### src/design/ext_periph_pkg.sv
// External peripheral package
// Address map, register offsets, sizes and register-bus types shared by
// the hub, the GPIO edge counter and the interfaced FIFO
package ext_periph_pkg;

  // basic words
  typedef logic [31:0] data_t;
  typedef logic [31:0] addr_t;
  typedef logic [11:0] reg_offset_t;

  // counter and fifo widths
  typedef logic [11:0] cnt_t;
  typedef logic [3:0]  fifo_cnt_t;

  // external interrupt lines
  typedef logic [1:0]  intr_vec_t;

  // host side request, a one-cycle strobe with no handshake
  typedef struct packed {
    logic  valid;
    logic  write;
    addr_t addr;
    data_t wdata;
  } reg_req_t;

  // request as seen by a single peripheral
  typedef struct packed {
    logic        valid;
    logic        write;
    reg_offset_t offset;
    data_t       wdata;
  } periph_req_t;

  typedef struct packed {
    data_t rdata;
    logic  error;
  } reg_rsp_t;

  // address map, one 4 KiB window per peripheral
  localparam int unsigned PERIPH_WIN_BITS = 12;
  localparam addr_t GPIO_CNT_BASE = 32'h0000_0000;
  localparam addr_t IFFIFO_BASE   = 32'h0000_1000;

  // sizes
  localparam int unsigned CNT_MAX       = 2048;
  localparam int unsigned FIFO_DEPTH    = 8;
  localparam int unsigned FIFO_PTR_BITS = $clog2(FIFO_DEPTH);

  // gpio counter registers
  localparam reg_offset_t GPIO_CNT_COUNT_OFS = 12'h000;
  localparam reg_offset_t GPIO_CNT_WRAPS_OFS = 12'h004;
  localparam reg_offset_t GPIO_CNT_CLEAR_OFS = 12'h008;

  // iffifo registers
  localparam reg_offset_t IFFIFO_DATA_IN_OFS  = 12'h000;
  localparam reg_offset_t IFFIFO_DATA_OUT_OFS = 12'h004;
  localparam reg_offset_t IFFIFO_STATUS_OFS   = 12'h008;
  localparam reg_offset_t IFFIFO_WMARK_OFS    = 12'h00C;

  // interrupt vector positions
  localparam int unsigned INTR_GPIO_CNT_BIT = 0;
  localparam int unsigned INTR_IFFIFO_BIT   = 1;

endpackage

### src/design/gpio_cnt.sv
// GPIO edge counter
// Counts rising edges on an asynchronous input, pulses gpio_o on wrap and
// holds a sticky interrupt until software clears it
`timescale 1ns/1ps

module gpio_cnt (
  input  logic                        clk_i,
  input  logic                        rst_n_i,
  input  ext_periph_pkg::periph_req_t req_i,
  output ext_periph_pkg::reg_rsp_t    rsp_o,
  input  logic                        gpio_i,
  output logic                        gpio_o,
  output logic                        intr_o
);

  logic [1:0]            sync_q;
  logic                  gpio_d_q;
  logic                  rise;
  logic                  clear_req;
  logic                  wrap_event;
  ext_periph_pkg::cnt_t  count_q;
  ext_periph_pkg::data_t wraps_q;
  logic                  pending_q;
  logic                  pulse_q;

  // two-flop synchronizer, third flop for the edge detect
  always_ff @(posedge clk_i or negedge rst_n_i) begin
    if (!rst_n_i) begin
      sync_q   <= '0;
      gpio_d_q <= 1'b0;
    end else begin
      sync_q   <= {sync_q[0], gpio_i};
      gpio_d_q <= sync_q[1];
    end
  end

  assign rise      = sync_q[1] & ~gpio_d_q;
  assign clear_req = req_i.valid & req_i.write &
                     (req_i.offset == ext_periph_pkg::GPIO_CNT_CLEAR_OFS);

  // last edge before CNT_MAX brings the count back to zero
  assign wrap_event = rise & ~clear_req &
                      (count_q == ext_periph_pkg::cnt_t'(ext_periph_pkg::CNT_MAX - 1));

  always_ff @(posedge clk_i or negedge rst_n_i) begin
    if (!rst_n_i) begin
      count_q   <= '0;
      wraps_q   <= '0;
      pending_q <= 1'b0;
      pulse_q   <= 1'b0;
    end else begin
      pulse_q <= wrap_event;
      if (clear_req) begin
        count_q   <= '0;
        wraps_q   <= '0;
        pending_q <= 1'b0;
      end else if (wrap_event) begin
        count_q   <= '0;
        wraps_q   <= wraps_q + 32'd1;
        pending_q <= 1'b1;
      end else if (rise) begin
        count_q <= count_q + 1'b1;
      end
    end
  end

  // register read side, clear is write-only
  always_comb begin
    rsp_o.rdata = '0;
    rsp_o.error = 1'b0;
    case (req_i.offset)
      ext_periph_pkg::GPIO_CNT_COUNT_OFS: begin
        if (req_i.write) rsp_o.error = 1'b1;
        else rsp_o.rdata = ext_periph_pkg::data_t'(count_q);
      end
      ext_periph_pkg::GPIO_CNT_WRAPS_OFS: begin
        if (req_i.write) rsp_o.error = 1'b1;
        else rsp_o.rdata = wraps_q;
      end
      ext_periph_pkg::GPIO_CNT_CLEAR_OFS: rsp_o.error = ~req_i.write;
      default: rsp_o.error = 1'b1;
    endcase
  end

  assign gpio_o = pulse_q;
  assign intr_o = pending_q;

endmodule

### src/design/iffifo.sv
// Interfaced FIFO (IFFIFO)
// Register-accessed word FIFO with a watermark interrupt; its not-full and
// not-empty levels serve as DMA trigger slots
`timescale 1ns/1ps

module iffifo (
  input  logic                        clk_i,
  input  logic                        rst_n_i,
  input  ext_periph_pkg::periph_req_t req_i,
  output ext_periph_pkg::reg_rsp_t    rsp_o,
  output logic                        in_ready_o,
  output logic                        out_valid_o,
  output logic                        intr_o
);

  ext_periph_pkg::data_t mem_q [ext_periph_pkg::FIFO_DEPTH];

  logic [ext_periph_pkg::FIFO_PTR_BITS-1:0] wr_ptr_q;
  logic [ext_periph_pkg::FIFO_PTR_BITS-1:0] rd_ptr_q;
  ext_periph_pkg::fifo_cnt_t                occ_q;
  ext_periph_pkg::fifo_cnt_t                wmark_q;

  logic empty;
  logic full;
  logic wr_acc;
  logic rd_acc;
  logic push;
  logic pop;
  logic wmark_wr;

  assign empty = (occ_q == '0);
  assign full  = (occ_q == ext_periph_pkg::fifo_cnt_t'(ext_periph_pkg::FIFO_DEPTH));

  assign wr_acc = req_i.valid & req_i.write;
  assign rd_acc = req_i.valid & ~req_i.write;

  // a push to a full fifo or a pop from an empty one does nothing
  assign push     = wr_acc & (req_i.offset == ext_periph_pkg::IFFIFO_DATA_IN_OFS) & ~full;
  assign pop      = rd_acc & (req_i.offset == ext_periph_pkg::IFFIFO_DATA_OUT_OFS) & ~empty;
  assign wmark_wr = wr_acc & (req_i.offset == ext_periph_pkg::IFFIFO_WMARK_OFS);

  // storage
  always_ff @(posedge clk_i) begin
    if (push) begin
      mem_q[wr_ptr_q] <= req_i.wdata;
    end
  end

  always_ff @(posedge clk_i or negedge rst_n_i) begin
    if (!rst_n_i) begin
      wr_ptr_q <= '0;
      rd_ptr_q <= '0;
      occ_q    <= '0;
    end else begin
      if (push) begin
        wr_ptr_q <= wr_ptr_q + 1'b1;
        occ_q    <= occ_q + 1'b1;
      end else if (pop) begin
        rd_ptr_q <= rd_ptr_q + 1'b1;
        occ_q    <= occ_q - 1'b1;
      end
    end
  end

  always_ff @(posedge clk_i or negedge rst_n_i) begin
    if (!rst_n_i) begin
      wmark_q <= '0;
    end else if (wmark_wr) begin
      wmark_q <= req_i.wdata[3:0];
    end
  end

  // register response
  always_comb begin
    rsp_o.rdata = '0;
    rsp_o.error = 1'b0;
    case (req_i.offset)
      ext_periph_pkg::IFFIFO_DATA_IN_OFS: begin
        rsp_o.error = ~req_i.write | full;
      end
      ext_periph_pkg::IFFIFO_DATA_OUT_OFS: begin
        if (req_i.write || empty) rsp_o.error = 1'b1;
        else rsp_o.rdata = mem_q[rd_ptr_q];
      end
      ext_periph_pkg::IFFIFO_STATUS_OFS: begin
        if (req_i.write) rsp_o.error = 1'b1;
        else rsp_o.rdata = {24'd0, occ_q, 2'b00, full, empty};
      end
      ext_periph_pkg::IFFIFO_WMARK_OFS: begin
        if (!req_i.write) rsp_o.rdata = ext_periph_pkg::data_t'(wmark_q);
      end
      default: rsp_o.error = 1'b1;
    endcase
  end

  // dma slot levels
  assign in_ready_o  = ~full;
  assign out_valid_o = ~empty;

  // watermark of zero disables the interrupt
  assign intr_o = (wmark_q != '0) && (occ_q >= wmark_q);

endmodule

### src/design/ext_periph_hub.sv
// External peripheral hub
// Decodes the host register bus into the two peripheral windows, muxes the
// responses back and collects the interrupt lines
`timescale 1ns/1ps

module ext_periph_hub (
  input  ext_periph_pkg::reg_req_t    reg_req_i,
  output ext_periph_pkg::reg_rsp_t    reg_rsp_o,
  output ext_periph_pkg::periph_req_t gpio_cnt_req_o,
  input  ext_periph_pkg::reg_rsp_t    gpio_cnt_rsp_i,
  output ext_periph_pkg::periph_req_t iffifo_req_o,
  input  ext_periph_pkg::reg_rsp_t    iffifo_rsp_i,
  input  logic                        gpio_cnt_intr_i,
  input  logic                        iffifo_intr_i,
  output ext_periph_pkg::intr_vec_t   intr_vector_o
);

  logic                        gpio_cnt_sel;
  logic                        iffifo_sel;
  ext_periph_pkg::reg_offset_t win_offset;

  // window match on the bits above the 4 KiB offset
  assign gpio_cnt_sel =
    (reg_req_i.addr[31:ext_periph_pkg::PERIPH_WIN_BITS] ==
     ext_periph_pkg::GPIO_CNT_BASE[31:ext_periph_pkg::PERIPH_WIN_BITS]);
  assign iffifo_sel =
    (reg_req_i.addr[31:ext_periph_pkg::PERIPH_WIN_BITS] ==
     ext_periph_pkg::IFFIFO_BASE[31:ext_periph_pkg::PERIPH_WIN_BITS]);

  assign win_offset = reg_req_i.addr[ext_periph_pkg::PERIPH_WIN_BITS-1:0];

  // demux, only the selected peripheral sees valid
  always_comb begin
    gpio_cnt_req_o.valid  = reg_req_i.valid & gpio_cnt_sel;
    gpio_cnt_req_o.write  = reg_req_i.write;
    gpio_cnt_req_o.offset = win_offset;
    gpio_cnt_req_o.wdata  = reg_req_i.wdata;

    iffifo_req_o.valid  = reg_req_i.valid & iffifo_sel;
    iffifo_req_o.write  = reg_req_i.write;
    iffifo_req_o.offset = win_offset;
    iffifo_req_o.wdata  = reg_req_i.wdata;
  end

  // response mux, unmapped addresses get an error with zero data
  always_comb begin
    if (gpio_cnt_sel) begin
      reg_rsp_o = gpio_cnt_rsp_i;
    end else if (iffifo_sel) begin
      reg_rsp_o = iffifo_rsp_i;
    end else begin
      reg_rsp_o.rdata = '0;
      reg_rsp_o.error = 1'b1;
    end
  end

  always_comb begin
    intr_vector_o = '0;
    intr_vector_o[ext_periph_pkg::INTR_GPIO_CNT_BIT] = gpio_cnt_intr_i;
    intr_vector_o[ext_periph_pkg::INTR_IFFIFO_BIT]   = iffifo_intr_i;
  end

endmodule

### src/design/ext_periph_subsystem.sv
// External peripheral subsystem
// Register bus hub with the GPIO edge counter and the IFFIFO behind it
`timescale 1ns/1ps

module ext_periph_subsystem (
  input  logic                      clk_i,
  input  logic                      rst_n_i,
  input  ext_periph_pkg::reg_req_t  reg_req_i,
  output ext_periph_pkg::reg_rsp_t  reg_rsp_o,
  input  logic                      gpio_i,
  output logic                      gpio_o,
  output logic                      dma_slot_tx_o,
  output logic                      dma_slot_rx_o,
  output ext_periph_pkg::intr_vec_t intr_vector_o
);

  ext_periph_pkg::periph_req_t gpio_cnt_req;
  ext_periph_pkg::reg_rsp_t    gpio_cnt_rsp;
  ext_periph_pkg::periph_req_t iffifo_req;
  ext_periph_pkg::reg_rsp_t    iffifo_rsp;
  logic                        gpio_cnt_intr;
  logic                        iffifo_intr;

  ext_periph_hub u_hub (
    .reg_req_i       (reg_req_i),
    .reg_rsp_o       (reg_rsp_o),
    .gpio_cnt_req_o  (gpio_cnt_req),
    .gpio_cnt_rsp_i  (gpio_cnt_rsp),
    .iffifo_req_o    (iffifo_req),
    .iffifo_rsp_i    (iffifo_rsp),
    .gpio_cnt_intr_i (gpio_cnt_intr),
    .iffifo_intr_i   (iffifo_intr),
    .intr_vector_o   (intr_vector_o)
  );

  gpio_cnt u_gpio_cnt (
    .clk_i   (clk_i),
    .rst_n_i (rst_n_i),
    .req_i   (gpio_cnt_req),
    .rsp_o   (gpio_cnt_rsp),
    .gpio_i  (gpio_i),
    .gpio_o  (gpio_o),
    .intr_o  (gpio_cnt_intr)
  );

  // fifo levels drive the dma trigger slots
  iffifo u_iffifo (
    .clk_i       (clk_i),
    .rst_n_i     (rst_n_i),
    .req_i       (iffifo_req),
    .rsp_o       (iffifo_rsp),
    .in_ready_o  (dma_slot_tx_o),
    .out_valid_o (dma_slot_rx_o),
    .intr_o      (iffifo_intr)
  );

endmodule

### config.mk
export PLATFORM = sky130hd
export DESIGN_NAME = ext_periph_subsystem
export DESIGN_NICKNAME = d
export VERILOG_FILES = /design/src/design/ext_periph_pkg.sv /design/src/design/gpio_cnt.sv /design/src/design/iffifo.sv /design/src/design/ext_periph_hub.sv /design/src/design/ext_periph_subsystem.sv
export SDC_FILE = /design/constraint.sdc
export NUM_CORES = 1
export LEC_CHECK = 0
export CORE_ASPECT_RATIO = 0.5
export CORE_UTILIZATION = 35
export CTS_CLUSTER_SIZE = 16
export DETAILED_ROUTE_END_ITERATION = 10
export DONT_BUFFER_PORTS = 1
export SLEW_MARGIN = 30
export SYNTH_ARGS = -nofsm -noshare
export SYNTH_HDL_FRONTEND = slang
export SYNTH_HIERARCHICAL = 1
export SYNTH_SLANG_ARGS = --single-unit
### constraint.sdc
create_clock -name clk_i -period 5.9 [get_ports clk_i]
set_input_delay 0.59 -clock clk_i [delete_from_list [all_inputs] [get_ports clk_i]]
set_output_delay 0.59 -clock clk_i [all_outputs]
set_load 0.03 [all_outputs]
Word level (Yosys, flattened, before mapping)
Memory sizes are Yosys's and may differ from the RTL's.
Index checks and enable logic that the tools add are counted.
{"block": "word_totals", "reg_bits": 63, "ramBits": 256, "in_bits": 69, "output_inout_bits": 38, "word_cells": 80, "memories": 1}
{"block": "classes", "n_addsub": 6, "magnitude_cmp": 1, "eq_ne": 6, "muxes": 24, "bitwise": 21, "reduce_logical": 11}
{"memory": "u_iffifo.mem_q", "depth": 8, "width": 32, "rd": 1, "rd_clocked_by_memory_dff": 0, "wr": 1, "line_no": "iffifo.sv:16", "source": "ext_periph_pkg::data_t mem_q [ext_periph_pkg::FIFO_DEPTH];"}
{"op": "two-way mux 32 bit", "count": 4}
{"op": "case mux 32 bit (3 select lines)", "count": 1}
{"op": "two-way mux 33 bit", "count": 2}
{"op": "case mux 32 bit (2 select lines)", "count": 1}
{"op": "two-way mux 12 bit", "count": 4}
{"op": "adder 32 x 1 -> 32 bit (second input constant)", "count": 1}
{"op": "equality test 12 x 4 -> 1 bit (second input constant)", "count": 2}
{"op": "equality test 20 x 1 -> 1 bit (second input constant)", "count": 1}
{"op": "logical NOT 20 bit", "count": 1}
{"op": "AND 1 bit", "count": 14}
{"op": "adder 12 x 1 -> 12 bit (second input constant)", "count": 1}
{"op": "equality test 12 x 11 -> 1 bit (second input constant)", "count": 1}
{"op": "equality test 12 x 3 -> 1 bit (second input constant)", "count": 1}
{"op": "logical NOT 12 bit", "count": 1}
{"op": "two-way mux 4 bit", "count": 3}
{"op": "two-way mux 8 bit", "count": 1}
{"op": "adder 3 x 1 -> 3 bit (second input constant)", "count": 2}
{"op": "two-way mux 1 bit", "count": 6}
{"op": "NOT 1 bit", "count": 6}
{"op": "adder 4 x 1 -> 4 bit (second input constant)", "count": 1}
{"op": "equality test 4 bit (second input constant)", "count": 1}
{"op": "greater-or-equal comparator 4 bit", "count": 1}
{"op": "logical NOT 4 bit", "count": 1}
{"op": "case mux 1 bit (4 select lines)", "count": 1}
{"op": "other kinds (10)", "count": 11}

Depth between registers and ports, before layout
{"block": "depth", "ltp_word": 9, "ltp_mapped": 11, "ltp_nobuf": 10}

Cells and area by module
Netlist, hierarchy kept.
{"module": "iffifo", "instances": 1, "cells_per_inst": 501, "area_per_inst_um2": 10679.0}
{"module": "gpio_cnt", "instances": 1, "cells_per_inst": 333, "area_per_inst_um2": 2995.4}
{"module": "ext_periph_hub", "instances": 1, "cells_per_inst": 179, "area_per_inst_um2": 1557.7}

Worst setup path before layout
No wires, ideal clock.
{"block": "synth_path", "path_kind": "input port to flip-flop", "startpoint": "in reg_req_i[39] (netlist name)", "endpoint": "mem u_iffifo/mem_q[0][0] (netlist name) (enable)", "setup_ns": 0.501, "arrival_ns": 5.104, "required_ns": 5.399, "setup_slack_ns": 0.295, "cell_stages": 6, "path_buffers": 1, "cell_sequence": "buf_4 -> or4_4 -> nor4_4 -> and3_2 -> inv_2 -> nor4_1"}
{"block": "synth_via", "elab_chain_len": 5}
{"item": "start: declaration", "line_no": "ext_periph_subsystem.sv:8", "source": "input ext_periph_pkg::reg_req_t reg_req_i,"}
{"item": "logical NOT 12 bit", "line_no": "iffifo.sv:38", "source": "assign push = wr_acc & (req_i.offset == ext_periph_pkg::IFFIFO_DATA_IN_OFS) & ~full;"}
{"item": "AND 1 bit (2 in a row)", "line_no": "iffifo.sv:38"}
{"item": "two-way mux 1 bit", "line_no": "iffifo.sv:44", "source": "if (push) begin"}
{"item": "two-way mux 1 bit (implied by the code)", "line_no": "iffifo.sv:45", "source": "mem_q[wr_ptr_q] <= req_i.wdata;"}
{"item": "end: declaration", "line_no": "iffifo.sv:16"}
No other way between the ends.

==> summary.md <==
| Metric | Value |
|---|---|
| Status | `finished, violations left` |
| Violated checks | `design-rule violations` |
| Final instance area | `roughly 16,000 um^2` |
| # H-tree levels | `2` |
| DR vias/cell | `5.23` |
| Aggregate global-route resource usage | `between 10 and 15%` |
| Worst slew pin tran | `894 ps` |
| Fin. Hold Viols | `0` |
| Area Overhead vs Synth | `9.35%` |
| Clock Latency Late Sink | `520 ps` |
| CTS sink cnt | `319` |
| Initial Util | `35.6%` |
| Post-layout min period | `3970 ps` |
| CP max FO | `39` |
| Nets@finish | `around 1,000` |
| Max Clock Freq | `252 MHz` |
| Global-route wire length before repair | `49,400 um` |
| Max cap viols | `0` |
| Port buffer count | `0` |
| Core ar. | `42,100 um^2` |
| Violation count after the first detailed-route iteration | `approximately 460` |
| Total gr overflow | `0` |
| Worst Hold Class | `primary input to register` |
| Slew margin rel. | `40.0%` |
| Row count | `53` |
| CTS clk-pin slew, worst paths | `60 ps` |
| Total power | `4.77 mW` |
| Hold-fix buffers at CTS | `2` |
| Drt first pass iters | `9` |
| Total Routed Length | `32,300 um` |
| Worst EP arrival | `3380 ps` |
| Mean Syn Cell Area | `15.3 um^2` |
| Initial antenna violation count | `0` |
| Post-CTS setup buffer count | `0` |
| Maximum vdd drop | `192 uV` |
| Ports | `107` |
| Final ANT Viol Nets | `0` |
| Synthesized area | `15,000 um^2` |
| Count of final setup violators | `0` |
| Chip Height | `about 150 um` |
| Syn Nets | `1,061` |
| CP Capture Type | `output port` |
| Num CTS Buffers | `34` |
| Cts repair resizes | `0` |
| Final design utilization | `38.9%` |
| Drt wl/cell | `between 20 and 25 um` |
| Drc violations | `1` |
| Placed standard-cell area | `roughly 15,000 um^2` |
| Critical Path Start Type | `register` |
| Die area | `43,700 um^2` |
| Commonest non-fill, non-tap cell in the layout | `edfxtp_1` |
| CTS tree | `done` |
| Fin crit share | `67.4%` |
| Pwr/cell area | `291 nW/um^2` |
| Cells after Synth | `981` |
| Setup Skew | `roughly 17 ps` |
| Max Root-Sink Buffers | `3` |
| Antenna cells | `0` |
| Setup TNS | `0 ps` |
| Largest net degree at the start of global routing | `64` |
| Unrepaired setup endpoints after global routing | `false` |
| Layout cells sized above 1 | `22.2%` |
| Post-DP HPWL | `20,600 um` |
| Leakage | `5.28 nW` |
| CP required | `5310 ps` |
| Final Wtd Congestion | `between 0.9 and 1` |
| Root Buffer | `clkbuf_16` |
| Yosys warning total | `6` |
| Number of global-route vias before repair | `just over 8,000` |
| Via count | `7,988` |
| Most frequent cells in the layout | `256 x edfxtp_1, 94 x mux2i_1, 64 x mux4_2, 60 x dfrtp_1, 59 x nor2_1` |
| Max-slew violations | `0` |
| Die Wd | `295 um` |
| Crit Path Category | `register to output port` |
[through the flow]
stage          setup slack [ps]  hold WS (ps)  instances
2_1_floorplan               295           294        981
3_3_place_gp               2260           299       1466
3_5_place_dp               2260           299       1466
4_1_cts                    1890          76.6       1528
5_1_grt                    1650          72.0       1528
6_report                   1930           103       1528
[flip-flops by register name (all words and copies together) (netlist names)]
signal / flops
u_iffifo/wr_ptr_q: 3
u_iffifo/wmark_q: 4
u_iffifo/rd_ptr_q: 3
u_iffifo/mem_q: 256
u_gpio_cnt/gpio_o: 1
u_gpio_cnt/gpio_d_q: 1
u_gpio_cnt/sync_q: 2
u_gpio_cnt/wraps_q: 32
u_gpio_cnt/count_q: 12
u_iffifo/occ_q: 4
u_gpio_cnt/intr_o: 1
[metal layers]
layer / track usage (%) / share of wire [%] / vias to the layer above
met5: 0 / 0 / -
met4: 4.79 / 2.5 / 0
met3: 2.69 / 4.4 / 49
met2: 24.6 / 49 / 164
met1: 20.0 / 44 / 4163
li1: - / - / 3612
[critical path, stage by stage, from the launching register on]
cell and delay, ps:
dfrtp_4 950, buf_4 420, mux4_2 540, mux2i_1 490
nor2_1 100, mux2i_1 200, nor3_2 140
[final cells by class]
cell class,count,area [um^2]
Multi-Input combinational cell,534,5010
Inverter,16,60.1
Clock buffer,42,902
Fill cell,3830,25700
Sequential cell,319,9270
Tap cell,577,722
Timing Repair Buffer,22,200
Clock inverter,18,233
[path summary, 6_finish.rpt]
check,start,to,slack [ps],cells after the start
min in group asynchronous,rst_n_i,u_gpio_cnt/wraps_q[27],610,2
worst max register to register,u_iffifo/occ_q[1],u_iffifo/occ_q[3],2620,9
worst min-delay path,gpio_i,u_gpio_cnt/sync_q[0],100,0
worst min register to register,u_gpio_cnt/sync_q[0],u_gpio_cnt/sync_q[1],360,0
max in group asynchronous,rst_n_i,u_iffifo/rd_ptr_q[0],4950,2
worst max-delay path,u_iffifo/rd_ptr_q[0],reg_rsp_o[10],1930,6
[power by group]
group	total [mW]	internal, mW	switching [mW]
Combinational	0.0937	0.0439	0.0498
Sequential	2.50	2.46	0.0441
Clock	2.17	1.31	0.859
Total	4.77	3.82	0.953
Note: power is estimated with default switching activity, not from simulation.
